[src/hyper_pkg.sv]
package hyper_pkg;

    localparam int CA_WORDS = 3;  // Command/address words per transaction
    localparam int CA_SEL_W = 2;

    typedef logic [15:0] hyper_word_t;
    typedef logic [1:0]  hyper_mask_t;  // High bit keeps the byte
    typedef logic [31:0] hyper_addr_t;  // Word address
    typedef logic [11:0] burst_len_t;
    typedef logic [3:0]  lat_cnt_t;

    typedef struct packed {
        hyper_addr_t address;
        logic        write;
        burst_len_t  burst;       // Words, never zero
        logic        burst_type;  // High for linear
    } hyper_trans_t;

    typedef struct packed {
        lat_cnt_t t_acc;  // Initial access latency in clocks
        lat_cnt_t t_rwr;  // Read/write recovery in clocks
    } hyper_cfg_t;

    typedef enum logic [3:0] {
        IDLE,
        CMD_ADDR,
        LATENCY,
        DATA_W,
        WAIT_W,
        DATA_R,
        WAIT_R,
        RECOVER
    } seq_state_t;

endpackage

[src/hyper_seq.sv]
`timescale 1ns/1ps

module hyper_seq (
    input  logic                           clk0,
    input  logic                           rst_ni,
    input  logic                           trans_valid_i,
    input  hyper_pkg::hyper_trans_t        trans_i,
    output logic                           trans_ready_o,
    input  hyper_pkg::hyper_cfg_t          cfg_i,
    input  logic                           tx_valid_i,
    output logic                           tx_ready_o,
    input  logic                           rx_ready_i,
    input  logic                           rx_afull_i,
    input  logic                           wr_valid_i,
    input  logic                           hyper_rwds_i,
    output logic                           rx_flush_o,
    output logic [hyper_pkg::CA_SEL_W-1:0] ca_sel_o,
    output logic                           data_mode_o,
    output hyper_pkg::hyper_trans_t        trans_o,
    output logic                           hyper_cs_no,
    output logic                           hyper_ck_en_o,
    output logic                           hyper_dq_oe_o,
    output logic                           rx_last_o,
    output logic                           b_valid_o
);

    hyper_pkg::seq_state_t          state_q;
    hyper_pkg::hyper_trans_t        trans_q;
    hyper_pkg::lat_cnt_t            lat_cnt_q;    // Latency, then recovery
    hyper_pkg::burst_len_t          burst_cnt_q;  // Words still to accept or capture
    logic [hyper_pkg::CA_SEL_W-1:0] ca_sel_q;
    logic                           add_lat_q;
    logic                           b_valid_q;
    logic                           lat_last;
    logic                           wr_phase;
    logic                           rd_phase;
    logic                           rd_go;
    logic                           wr_done;

    assign lat_last = state_q == hyper_pkg::LATENCY && lat_cnt_q == '0 && !add_lat_q;
    assign wr_phase = state_q == hyper_pkg::DATA_W || state_q == hyper_pkg::WAIT_W;
    assign rd_phase = state_q == hyper_pkg::DATA_R || state_q == hyper_pkg::WAIT_R;

    // Clock the device only with room for the word in flight as well
    assign rd_go = rx_ready_i && !rx_afull_i && !hyper_rwds_i &&
                   burst_cnt_q > hyper_pkg::burst_len_t'(state_q == hyper_pkg::DATA_R);

    assign wr_done = state_q == hyper_pkg::DATA_W && burst_cnt_q == '0 && wr_valid_i;

    always_ff @(posedge clk0) begin
        if (trans_valid_i && trans_ready_o) begin
            trans_q <= trans_i;
        end
    end

    always_ff @(posedge clk0 or negedge rst_ni) begin
        if (!rst_ni) begin
            state_q   <= hyper_pkg::IDLE;
            lat_cnt_q <= '0;
            ca_sel_q  <= '0;
            add_lat_q <= 1'b0;
        end else begin
            case (state_q)
                hyper_pkg::IDLE: begin
                    ca_sel_q <= '0;
                    if (trans_valid_i) begin
                        state_q <= hyper_pkg::CMD_ADDR;
                    end
                end
                hyper_pkg::CMD_ADDR: begin
                    if (ca_sel_q == hyper_pkg::CA_SEL_W'(hyper_pkg::CA_WORDS - 1)) begin
                        add_lat_q <= hyper_rwds_i;  // Device asks for double latency
                        lat_cnt_q <= cfg_i.t_acc - 1'b1;
                        state_q   <= hyper_pkg::LATENCY;
                    end else begin
                        ca_sel_q <= ca_sel_q + 1'b1;
                    end
                end
                hyper_pkg::LATENCY: begin
                    if (lat_cnt_q != '0) begin
                        lat_cnt_q <= lat_cnt_q - 1'b1;
                    end else if (add_lat_q) begin
                        add_lat_q <= 1'b0;
                        lat_cnt_q <= cfg_i.t_acc - 1'b1;
                    end else if (trans_q.write) begin
                        state_q <= tx_valid_i ? hyper_pkg::DATA_W : hyper_pkg::WAIT_W;
                    end else begin
                        state_q <= rd_go ? hyper_pkg::DATA_R : hyper_pkg::WAIT_R;
                    end
                end
                hyper_pkg::DATA_W, hyper_pkg::WAIT_W: begin
                    if (wr_done) begin
                        lat_cnt_q <= cfg_i.t_rwr;
                        state_q   <= hyper_pkg::RECOVER;
                    end else if (tx_valid_i && tx_ready_o) begin
                        state_q <= hyper_pkg::DATA_W;
                    end else begin
                        state_q <= hyper_pkg::WAIT_W;
                    end
                end
                hyper_pkg::DATA_R, hyper_pkg::WAIT_R: begin
                    // Hold cs until the buffer has drained
                    if (burst_cnt_q == '0 && !rx_afull_i) begin
                        lat_cnt_q <= cfg_i.t_rwr;
                        state_q   <= hyper_pkg::RECOVER;
                    end else begin
                        state_q <= rd_go ? hyper_pkg::DATA_R : hyper_pkg::WAIT_R;
                    end
                end
                hyper_pkg::RECOVER: begin
                    if (lat_cnt_q <= hyper_pkg::lat_cnt_t'(1)) begin
                        state_q <= hyper_pkg::IDLE;
                    end else begin
                        lat_cnt_q <= lat_cnt_q - 1'b1;
                    end
                end
                default: state_q <= hyper_pkg::IDLE;
            endcase
        end
    end

    always_ff @(posedge clk0 or negedge rst_ni) begin
        if (!rst_ni) begin
            burst_cnt_q <= '0;
        end else if (trans_valid_i && trans_ready_o) begin
            burst_cnt_q <= trans_i.burst;
        end else if ((tx_valid_i && tx_ready_o) || (rd_phase && hyper_rwds_i)) begin
            burst_cnt_q <= burst_cnt_q - 1'b1;
        end
    end

    always_ff @(posedge clk0 or negedge rst_ni) begin
        if (!rst_ni) begin
            b_valid_q <= 1'b0;
        end else begin
            b_valid_q <= wr_done;  // Cycle after the last word
        end
    end

    assign trans_ready_o = state_q == hyper_pkg::IDLE;
    assign tx_ready_o    = trans_q.write && (lat_last || (wr_phase && burst_cnt_q != '0));
    assign hyper_cs_no   = state_q == hyper_pkg::IDLE || state_q == hyper_pkg::RECOVER;
    assign hyper_ck_en_o = state_q inside {hyper_pkg::CMD_ADDR, hyper_pkg::LATENCY,
                                           hyper_pkg::DATA_W, hyper_pkg::DATA_R};
    assign hyper_dq_oe_o = state_q == hyper_pkg::CMD_ADDR || wr_phase;
    assign data_mode_o   = wr_phase;
    assign rx_flush_o    = !rd_phase;
    assign rx_last_o     = burst_cnt_q == hyper_pkg::burst_len_t'(1);
    assign ca_sel_o      = ca_sel_q;
    assign trans_o       = trans_q;
    assign b_valid_o     = b_valid_q;

endmodule

[src/hyper_tx.sv]
`timescale 1ns/1ps

module hyper_tx (
    input  logic                           clk0,
    input  logic                           rst_ni,
    input  hyper_pkg::hyper_trans_t        trans_i,
    input  logic [hyper_pkg::CA_SEL_W-1:0] ca_sel_i,
    input  logic                           data_mode_i,
    input  logic                           tx_valid_i,
    input  logic                           tx_ready_i,
    input  hyper_pkg::hyper_word_t         tx_data_i,
    input  hyper_pkg::hyper_mask_t         tx_mask_i,
    output logic                           wr_valid_o,
    output hyper_pkg::hyper_word_t         hyper_dq_o,
    output hyper_pkg::hyper_mask_t         hyper_mask_o
);

    logic [47:0]            cmd_addr;
    hyper_pkg::hyper_word_t ca_word;
    hyper_pkg::hyper_word_t wr_data_q;
    hyper_pkg::hyper_mask_t wr_mask_q;
    logic                   wr_valid_q;

    always_comb begin
        cmd_addr        = '0;
        cmd_addr[47]    = !trans_i.write;  // Read
        cmd_addr[45]    = trans_i.burst_type;
        cmd_addr[44:16] = trans_i.address[31:3];  // Row and upper column
        cmd_addr[2:0]   = trans_i.address[2:0];
    end

    always_comb begin
        case (ca_sel_i)
            2'd0:    ca_word = cmd_addr[47:32];
            2'd1:    ca_word = cmd_addr[31:16];
            default: ca_word = cmd_addr[15:0];
        endcase
    end

    always_ff @(posedge clk0) begin
        if (tx_valid_i && tx_ready_i) begin
            wr_data_q <= tx_data_i;
            wr_mask_q <= tx_mask_i;
        end
    end

    // Full for the one cycle the word is on the bus
    always_ff @(posedge clk0 or negedge rst_ni) begin
        if (!rst_ni) begin
            wr_valid_q <= 1'b0;
        end else begin
            wr_valid_q <= tx_valid_i && tx_ready_i;
        end
    end

    assign wr_valid_o   = wr_valid_q;
    assign hyper_dq_o   = data_mode_i ? wr_data_q : ca_word;
    assign hyper_mask_o = data_mode_i ? wr_mask_q : '0;

endmodule

[src/hyper_rx.sv]
`timescale 1ns/1ps

module hyper_rx (
    input  logic                   clk0,
    input  logic                   rst_ni,
    input  hyper_pkg::hyper_word_t hyper_dq_i,
    input  logic                   hyper_rwds_i,
    input  logic                   last_i,
    input  logic                   flush_i,
    input  logic                   rx_ready_i,
    output logic                   rx_valid_o,
    output hyper_pkg::hyper_word_t rx_data_o,
    output logic                   rx_last_o,
    output logic                   afull_o
);

    typedef struct packed {
        logic                   last;
        hyper_pkg::hyper_word_t data;
    } rx_entry_t;

    rx_entry_t  buf_q [2];  // Second slot takes the word in flight
    logic       wr_ptr_q;
    logic       rd_ptr_q;
    logic [1:0] count_q;
    logic       push;
    logic       pop;

    assign push = hyper_rwds_i && !flush_i;
    assign pop  = rx_valid_o && rx_ready_i;

    always_ff @(posedge clk0) begin
        if (push) begin
            buf_q[wr_ptr_q] <= '{last: last_i, data: hyper_dq_i};
        end
    end

    always_ff @(posedge clk0 or negedge rst_ni) begin
        if (!rst_ni) begin
            wr_ptr_q <= 1'b0;
            rd_ptr_q <= 1'b0;
            count_q  <= '0;
        end else if (flush_i) begin
            wr_ptr_q <= 1'b0;
            rd_ptr_q <= 1'b0;
            count_q  <= '0;
        end else begin
            if (push) begin
                wr_ptr_q <= !wr_ptr_q;
            end
            if (pop) begin
                rd_ptr_q <= !rd_ptr_q;
            end
            count_q <= count_q + {1'b0, push} - {1'b0, pop};
        end
    end

    assign rx_valid_o = count_q != '0;
    assign rx_data_o  = buf_q[rd_ptr_q].data;
    assign rx_last_o  = buf_q[rd_ptr_q].last;
    assign afull_o    = count_q != '0;  // One word ahead of full

endmodule

[src/hyper_ctrl.sv]
`timescale 1ns/1ps

module hyper_ctrl (
    input  logic                    clk0,
    input  logic                    rst_ni,
    input  logic                    trans_valid_i,
    input  hyper_pkg::hyper_trans_t trans_i,
    output logic                    trans_ready_o,
    input  hyper_pkg::hyper_cfg_t   cfg_i,
    input  logic                    tx_valid_i,
    input  hyper_pkg::hyper_word_t  tx_data_i,
    input  hyper_pkg::hyper_mask_t  tx_mask_i,
    output logic                    tx_ready_o,
    output logic                    rx_valid_o,
    output hyper_pkg::hyper_word_t  rx_data_o,
    output logic                    rx_last_o,
    input  logic                    rx_ready_i,
    output logic                    b_valid_o,
    output logic                    hyper_cs_no,
    output logic                    hyper_ck_en_o,
    output hyper_pkg::hyper_word_t  hyper_dq_o,
    output hyper_pkg::hyper_mask_t  hyper_mask_o,
    output logic                    hyper_dq_oe_o,
    input  hyper_pkg::hyper_word_t  hyper_dq_i,
    input  logic                    hyper_rwds_i
);

    hyper_pkg::hyper_trans_t        trans_q;
    logic [hyper_pkg::CA_SEL_W-1:0] ca_sel;
    logic                           data_mode;
    logic                           wr_valid;
    logic                           rx_flush;
    logic                           rx_afull;
    logic                           rx_last_tag;  // Tag written with each read word

    hyper_seq i_hyper_seq (
        .clk0          ( clk0          ),
        .rst_ni        ( rst_ni        ),
        .trans_valid_i ( trans_valid_i ),
        .trans_i       ( trans_i       ),
        .trans_ready_o ( trans_ready_o ),
        .cfg_i         ( cfg_i         ),
        .tx_valid_i    ( tx_valid_i    ),
        .tx_ready_o    ( tx_ready_o    ),
        .rx_ready_i    ( rx_ready_i    ),
        .rx_afull_i    ( rx_afull      ),
        .wr_valid_i    ( wr_valid      ),
        .hyper_rwds_i  ( hyper_rwds_i  ),
        .rx_flush_o    ( rx_flush      ),
        .ca_sel_o      ( ca_sel        ),
        .data_mode_o   ( data_mode     ),
        .trans_o       ( trans_q       ),
        .hyper_cs_no   ( hyper_cs_no   ),
        .hyper_ck_en_o ( hyper_ck_en_o ),
        .hyper_dq_oe_o ( hyper_dq_oe_o ),
        .rx_last_o     ( rx_last_tag   ),
        .b_valid_o     ( b_valid_o     )
    );

    hyper_tx i_hyper_tx (
        .clk0         ( clk0         ),
        .rst_ni       ( rst_ni       ),
        .trans_i      ( trans_q      ),
        .ca_sel_i     ( ca_sel       ),
        .data_mode_i  ( data_mode    ),
        .tx_valid_i   ( tx_valid_i   ),
        .tx_ready_i   ( tx_ready_o   ),
        .tx_data_i    ( tx_data_i    ),
        .tx_mask_i    ( tx_mask_i    ),
        .wr_valid_o   ( wr_valid     ),
        .hyper_dq_o   ( hyper_dq_o   ),
        .hyper_mask_o ( hyper_mask_o )
    );

    hyper_rx i_hyper_rx (
        .clk0         ( clk0         ),
        .rst_ni       ( rst_ni       ),
        .hyper_dq_i   ( hyper_dq_i   ),
        .hyper_rwds_i ( hyper_rwds_i ),
        .last_i       ( rx_last_tag  ),
        .flush_i      ( rx_flush     ),
        .rx_ready_i   ( rx_ready_i   ),
        .rx_valid_o   ( rx_valid_o   ),
        .rx_data_o    ( rx_data_o    ),
        .rx_last_o    ( rx_last_o    ),
        .afull_o      ( rx_afull     )
    );

endmodule

[config.mk]
export PLATFORM = sky130hd
export DESIGN_NAME = hyper_ctrl
export DESIGN_NICKNAME = d
export VERILOG_FILES = /design/src/hyper_pkg.sv /design/src/hyper_seq.sv /design/src/hyper_tx.sv /design/src/hyper_rx.sv /design/src/hyper_ctrl.sv
export SDC_FILE = /design/constraint.sdc
export NUM_CORES = 1
export LEC_CHECK = 0
export ABC_AREA = 1
export BUFFER_PORTS_ARGS = -buffer_cell sky130_fd_sc_hd__buf_2
export CORE_ASPECT_RATIO = 1.1
export CORE_MARGIN = 10
export CORE_UTILIZATION = 55
export CTS_BUF_LIST = sky130_fd_sc_hd__clkbuf_4 sky130_fd_sc_hd__clkbuf_8
export DETAILED_ROUTE_END_ITERATION = 12
export PLACE_DENSITY = 0.9
export SLEW_MARGIN = 40
export SYNTH_ARGS = -nofsm -noshare
export SYNTH_HDL_FRONTEND = slang
export SYNTH_HIERARCHICAL = 1
export SYNTH_SLANG_ARGS = --single-unit
[constraint.sdc]
create_clock -name clk0 -period 3.99 [get_ports clk0]
set_input_delay 0.5985 -clock clk0 [delete_from_list [all_inputs] [get_ports clk0]]
set_output_delay 0.5985 -clock clk0 [all_outputs]
set_load 0.05 [all_outputs]
==> flow_summary.ini, run 1 <==
[floorplan]
ioPinCount = 136
die_x_um = 116
initial_core_util_pct = 56.3
rows = 38
dieArea_mm2 = 0.0145
coreArea_mm2 = 0.00984
die_y_um = 125

[global_routing]
grt_util_met3_pct = 5.69
grtUsageTotal_pct = 19.1
grt_pass1_vias = 4561
use_met1_pct = 22.1
grt_pass1_wl_um = 21900
met2_usage_pct = 32.4
top_usage_layer = met2
grt_overflow_total = 0
antenna_found_initial = 0
grt_start_max_net_pins = 48

[sta]
setup-tns-final_ns = 0
rsz0062_at_grt = no
period_needed_ns = 3.19
worst_slew_pin_slew_ns = 0.721
finalHoldViolCount = 0
layout_worst_path_cycle_share_pct = 80.0
setup_viol = 0
slew_headroom_pct = 51.9
fmax_ghz = 0.313
drv_slew = 0
holdWs_ns = 0.203
fin_worst_skew_ns = 0.00610

[power_and_ir_drop]
leakage_uw = 0.00318
sequentialPowerShare_pct = 32.0
vdd_drop_max_mv = 0.447
combPwrFrac_pct = 47.2
switching_share_pct = 46.9
switchingPower_uw = 2480
p_int_uw = 2810
powerDensity_mw_per_mm2 = 794
p_clk_share_pct = 20.8

[clock_tree]
cts.sinks = 114
holdBufCountCts = 0
htreeDepth = 4
cts_resized = 0
cts_made_buffers = 17
cts_tree = built
cts.reportedPaths.clkPinSlew_ns = 0.07
cts_setup_buffers = 0
clk-insertion-delay-late_ns = 0.42
clockBufferDepth = 2
cts_root_buf = clkbuf_8

[setup_path]
path_class = reg2out
arrival_ns = 2.59
reg2reg_from = i_hyper_seq/state_q[0]
cp_max_fo = 23
start_kind = flip-flop
crit_required_ns = 3.39
reg2regPathDepth = 8
max_stage_delay_ns = 0.52
cp.depth = 9
critPathSlowestCell = dfrtp_1
crit_start = i_hyper_seq/state_q[0]
endpoint_kind = output pin
crit_family = simple AND/OR/NAND/NOR gates
rr_endpoint = i_hyper_tx/wr_data_q[3]
rrSetupSlack_ns = 1.60
worstPathCellList = nand2_2 -> clkinv_2 -> nand2_4 -> nand2_2 -> inv_1 -> or2_2 -> nand2_1 -> inv_1 -> buf_2
worstPathBufferInverterCount = 4

[synthesis]
syn_inst = 573
syn_avg_cell_area_um2 = 9.67
ys_warn_count = 6
synth_fp_nets = 677
netlist_area_mm2 = 0.00554

[drt]
drc = 0
vias = 4404
drt_first_pass_iters = 5
ant_nets = 0
drt-total-wl_um = 13500
wl_per_cell_um = 15.9
drtIter0Drc = 390
via_per_inst = 5.19

[place]
gp_congestion = 0.898
portBuffers = 135
place_hpwl_um = 9880

[finish]
drive_above_1_share_pct = 30.9
most-common-layout-cells = 225 x nand2_1, 135 x buf_2, 86 x edfxtp_1
nNetsFinal = 820
antenna_cells = 0
final_common_cell = nand2_1
area_growth_pct = 20.5

[hold_path]
hold_path_class = in2async

[outcome]
status = completed

[job]
cap_violations = 0
-- registers in the layout, summed over array words and instances, names as in the netlist, 2 cells and up --
name,count
i_hyper_seq/burst_cnt_q,12
i_hyper_seq/state_q,3
i_hyper_rx/count_q,2
i_hyper_rx/buf_q,34
i_hyper_seq/trans_o,34
i_hyper_seq/lat_cnt_q,4
i_hyper_tx/wr_data_q,16
i_hyper_tx/wr_mask_q,2
i_hyper_seq/ca_sel_o,2
-- how the worst max path moves through the flow --
stage	to	slack (ns)
after floorplan	i_hyper_tx/wr_data_q[0]	1.30
after global placement	hyper_dq_o[0]	1.39
after detailed placement	hyper_dq_o[1]	1.25
after CTS	hyper_dq_o[1]	0.77
after global routing	hyper_dq_o[0]	0.59
final	hyper_dq_o[1]	0.80
-- through the flow --
step                utilization, %  cell area [um^2]  cells  power [uW]  setup WS [ns]
finish                        67.8              6680    849        5300          0.798
global route                  67.8              6680    849        5660          0.594
CTS                           67.8              6680    849        5320          0.773
detailed placement            63.6              6260    817        4190           1.25
global placement              63.5              6250    817        4100           1.39
floorplan                        -              5540    573        3670           1.30
-- power by group through the flow --
stage,sequential [uW],clock [uW],combinational [uW]
2_1_floorplan,1670,0,1990
3_3_place_gp,1700,0,2400
3_5_place_dp,1710,0,2480
4_1_cts,1690,1130,2500
5_1_grt,1720,1180,2760
6_report,1690,1100,2500
-- layer usage --
layer  wire length, um  vias up
met5                 0        -
met4               286        0
met3               924       27
met2              6890      176
met1              5400     2047
li1                  -     2154
-- layout make-up --
class	instances	area (um^2)
clock buffer	19	255
clock inverter	13	161
fill	748	3170
inverter	56	219
multi-input combinational	391	1920
sequential	114	3280
tap	120	150
timing repair buffer	136	683
Power figures use the tool's default switching activity.
==> run 2: changes to the inputs <==
==> constraint.sdc (replaced) <==
create_clock -name clk0 -period 3.3 [get_ports clk0]
set_input_delay 0.495 -clock clk0 [delete_from_list [all_inputs] [get_ports clk0]]
set_output_delay 0.495 -clock clk0 [all_outputs]
set_load 0.05 [all_outputs]
==> run 2 against run 1 <==
  * Utilization rose by 0.34 points
  * Combinational power is 21% higher
  * First-iteration DRC count down 29%
  * Count of clock-buffer cells in the layout unchanged
  * Critical endpoint is now hyper_dq_o[2]
==> flow_summary.ini, run 2 (synthesis results as in run 1) <==
[setup_path]
reg2reg_from = i_hyper_seq/state_q[0]
cp_max_fo = 16
timing.critical_path.to = hyper_dq_o[2]
crit_required_ns = 2.80
worstPathBufferInverterCount = 4
start_kind = flip-flop
crit_family = buffers and inverters
reg2regPathDepth = 9
path_class = reg2out
critPathSlowestCell = dfrtp_1
worstPathCellList = nand2_2 -> clkinv_2 -> nand2_4 -> nand2_2 -> inv_1 -> or2_2 -> nand2_1 -> inv_1 -> buf_2
rrSetupSlack_ns = 0.97
arrival_ns = 2.18
cp.depth = 9
rr_endpoint = i_hyper_tx/wr_data_q[7]
crit_start = i_hyper_seq/state_q[0]
endpoint_kind = output pin
max_stage_delay_ns = 0.47

[floorplan]
die_y_um = 125
initial_core_util_pct = 56.3
dieArea_mm2 = 0.0145
rows = 38
coreArea_mm2 = 0.00984
ioPinCount = 136
die_x_um = 116

[power_and_ir_drop]
leakage_uw = 0.00321
powerDensity_mw_per_mm2 = 970
power.total_uw = 6510
vdd_drop_max_mv = 0.456

[outcome]
status = completed

[drt]
drt_first_pass_iters = 5
drt-total-wl_um = 13500
ant_nets = 0
wl_per_cell_um = 15.9
drtIter0Drc = 277
vias = 4414
drc = 0
via_per_inst = 5.19

[place]
dp_cells = 819
portBuffers = 135
place_hpwl_um = 9900
gp_congestion = 0.967

[clock_tree]
cts.reportedPaths.clkPinSlew_ns = 0.07
cts_tree = built
clk-insertion-delay-late_ns = 0.43
cts_resized = 0
cts.sinks = 114
cts_made_buffers = 17
holdBufCountCts = 0
clockBufferDepth = 2
htreeDepth = 4
cts_root_buf = clkbuf_8
cts_setup_buffers = 0

[finish]
stdcell_count = 850
final_common_cell = nand2_1
nNetsFinal = 822
antenna_cells = 0
drive_above_1_share_pct = 30.7
final_util_pct = 68.2
most-common-layout-cells = 225 x nand2_1, 135 x buf_2, 86 x edfxtp_1
area_growth_pct = 21.1

[sta]
fmax_ghz = 0.373
worst_slew_pin_slew_ns = 0.720
period_needed_ns = 2.68
rsz0062_at_grt = no
setup-tns-final_ns = 0
layout_worst_path_cycle_share_pct = 81.1
drv_slew = 0
setup_viol = 0
slew_headroom_pct = 52.0
fin_worst_skew_ns = 0.00955
finalHoldViolCount = 0

[global_routing]
grtUsageTotal_pct = 18.7
grt_start_max_net_pins = 48
antenna_found_initial = 0
grt_pass1_wl_um = 21400
grt_pass1_vias = 4518
grt_overflow_total = 0

[hold_path]
hold_path_class = in2async

[job]
cap_violations = 0
run 2: changes by cell type in the layout (fill, tap and decap cells not counted), sizes merged:
cell / previous run / this run
buf: 136 / 138
bufinv: 3 / 5
clkinvlp: 4 / 1
run 2: how the worst min path moves through the flow:
stage,startpoint,cells past startpoint,to
floorplan,rst_ni,0,i_hyper_rx/count_q[0]
global placement,i_hyper_seq/lat_cnt_q[1],2,i_hyper_seq/lat_cnt_q[1]
detailed placement,i_hyper_seq/lat_cnt_q[1],2,i_hyper_seq/lat_cnt_q[1]
CTS,rst_ni,1,i_hyper_seq/burst_cnt_q[4]
global route,rst_ni,1,i_hyper_seq/burst_cnt_q[5]
finish,rst_ni,1,i_hyper_seq/burst_cnt_q[4]
run 2: layer usage:
metal | wire length [um] | track usage, % | vias up
met5 | 0 | 0 | -
met4 | 325 | 7.81 | 0
met3 | 1090 | 5.98 | 34
met2 | 6800 | 31.7 | 175
met1 | 5260 | 21.2 | 2053
li1 | - | - | 2152
run 2: final cells by class:
| cell class | instances | area [um^2] |
|---|---|---|
| tap | 120 | 150 |
| inverter | 56 | 216 |
| fill | 723 | 3130 |
| clock buffer | 19 | 249 |
| clock inverter | 12 | 189 |
| sequential | 114 | 3280 |
| timing repair buffer | 138 | 698 |
| multi-input combinational | 391 | 1920 |
run 2: through the flow:
step	hold slack (ns)	area [um^2]	setup WS (ns)
after floorplan	0.199	5540	0.614
after global placement	0.464	6270	1.10
after detailed placement	0.481	6270	0.997
after CTS	0.0959	6700	0.599
after global routing	0.116	6710	0.484
final	0.0939	6710	0.622
run 2: report_power, final:
group | internal [uW] | switching (uW) | leakage [uW]
Clock | 902 | 538 | 0.000221
Sequential | 1850 | 201 | 0.00115
Combinational | 796 | 2230 | 0.00184
Total | 3540 | 2970 | 0.00321
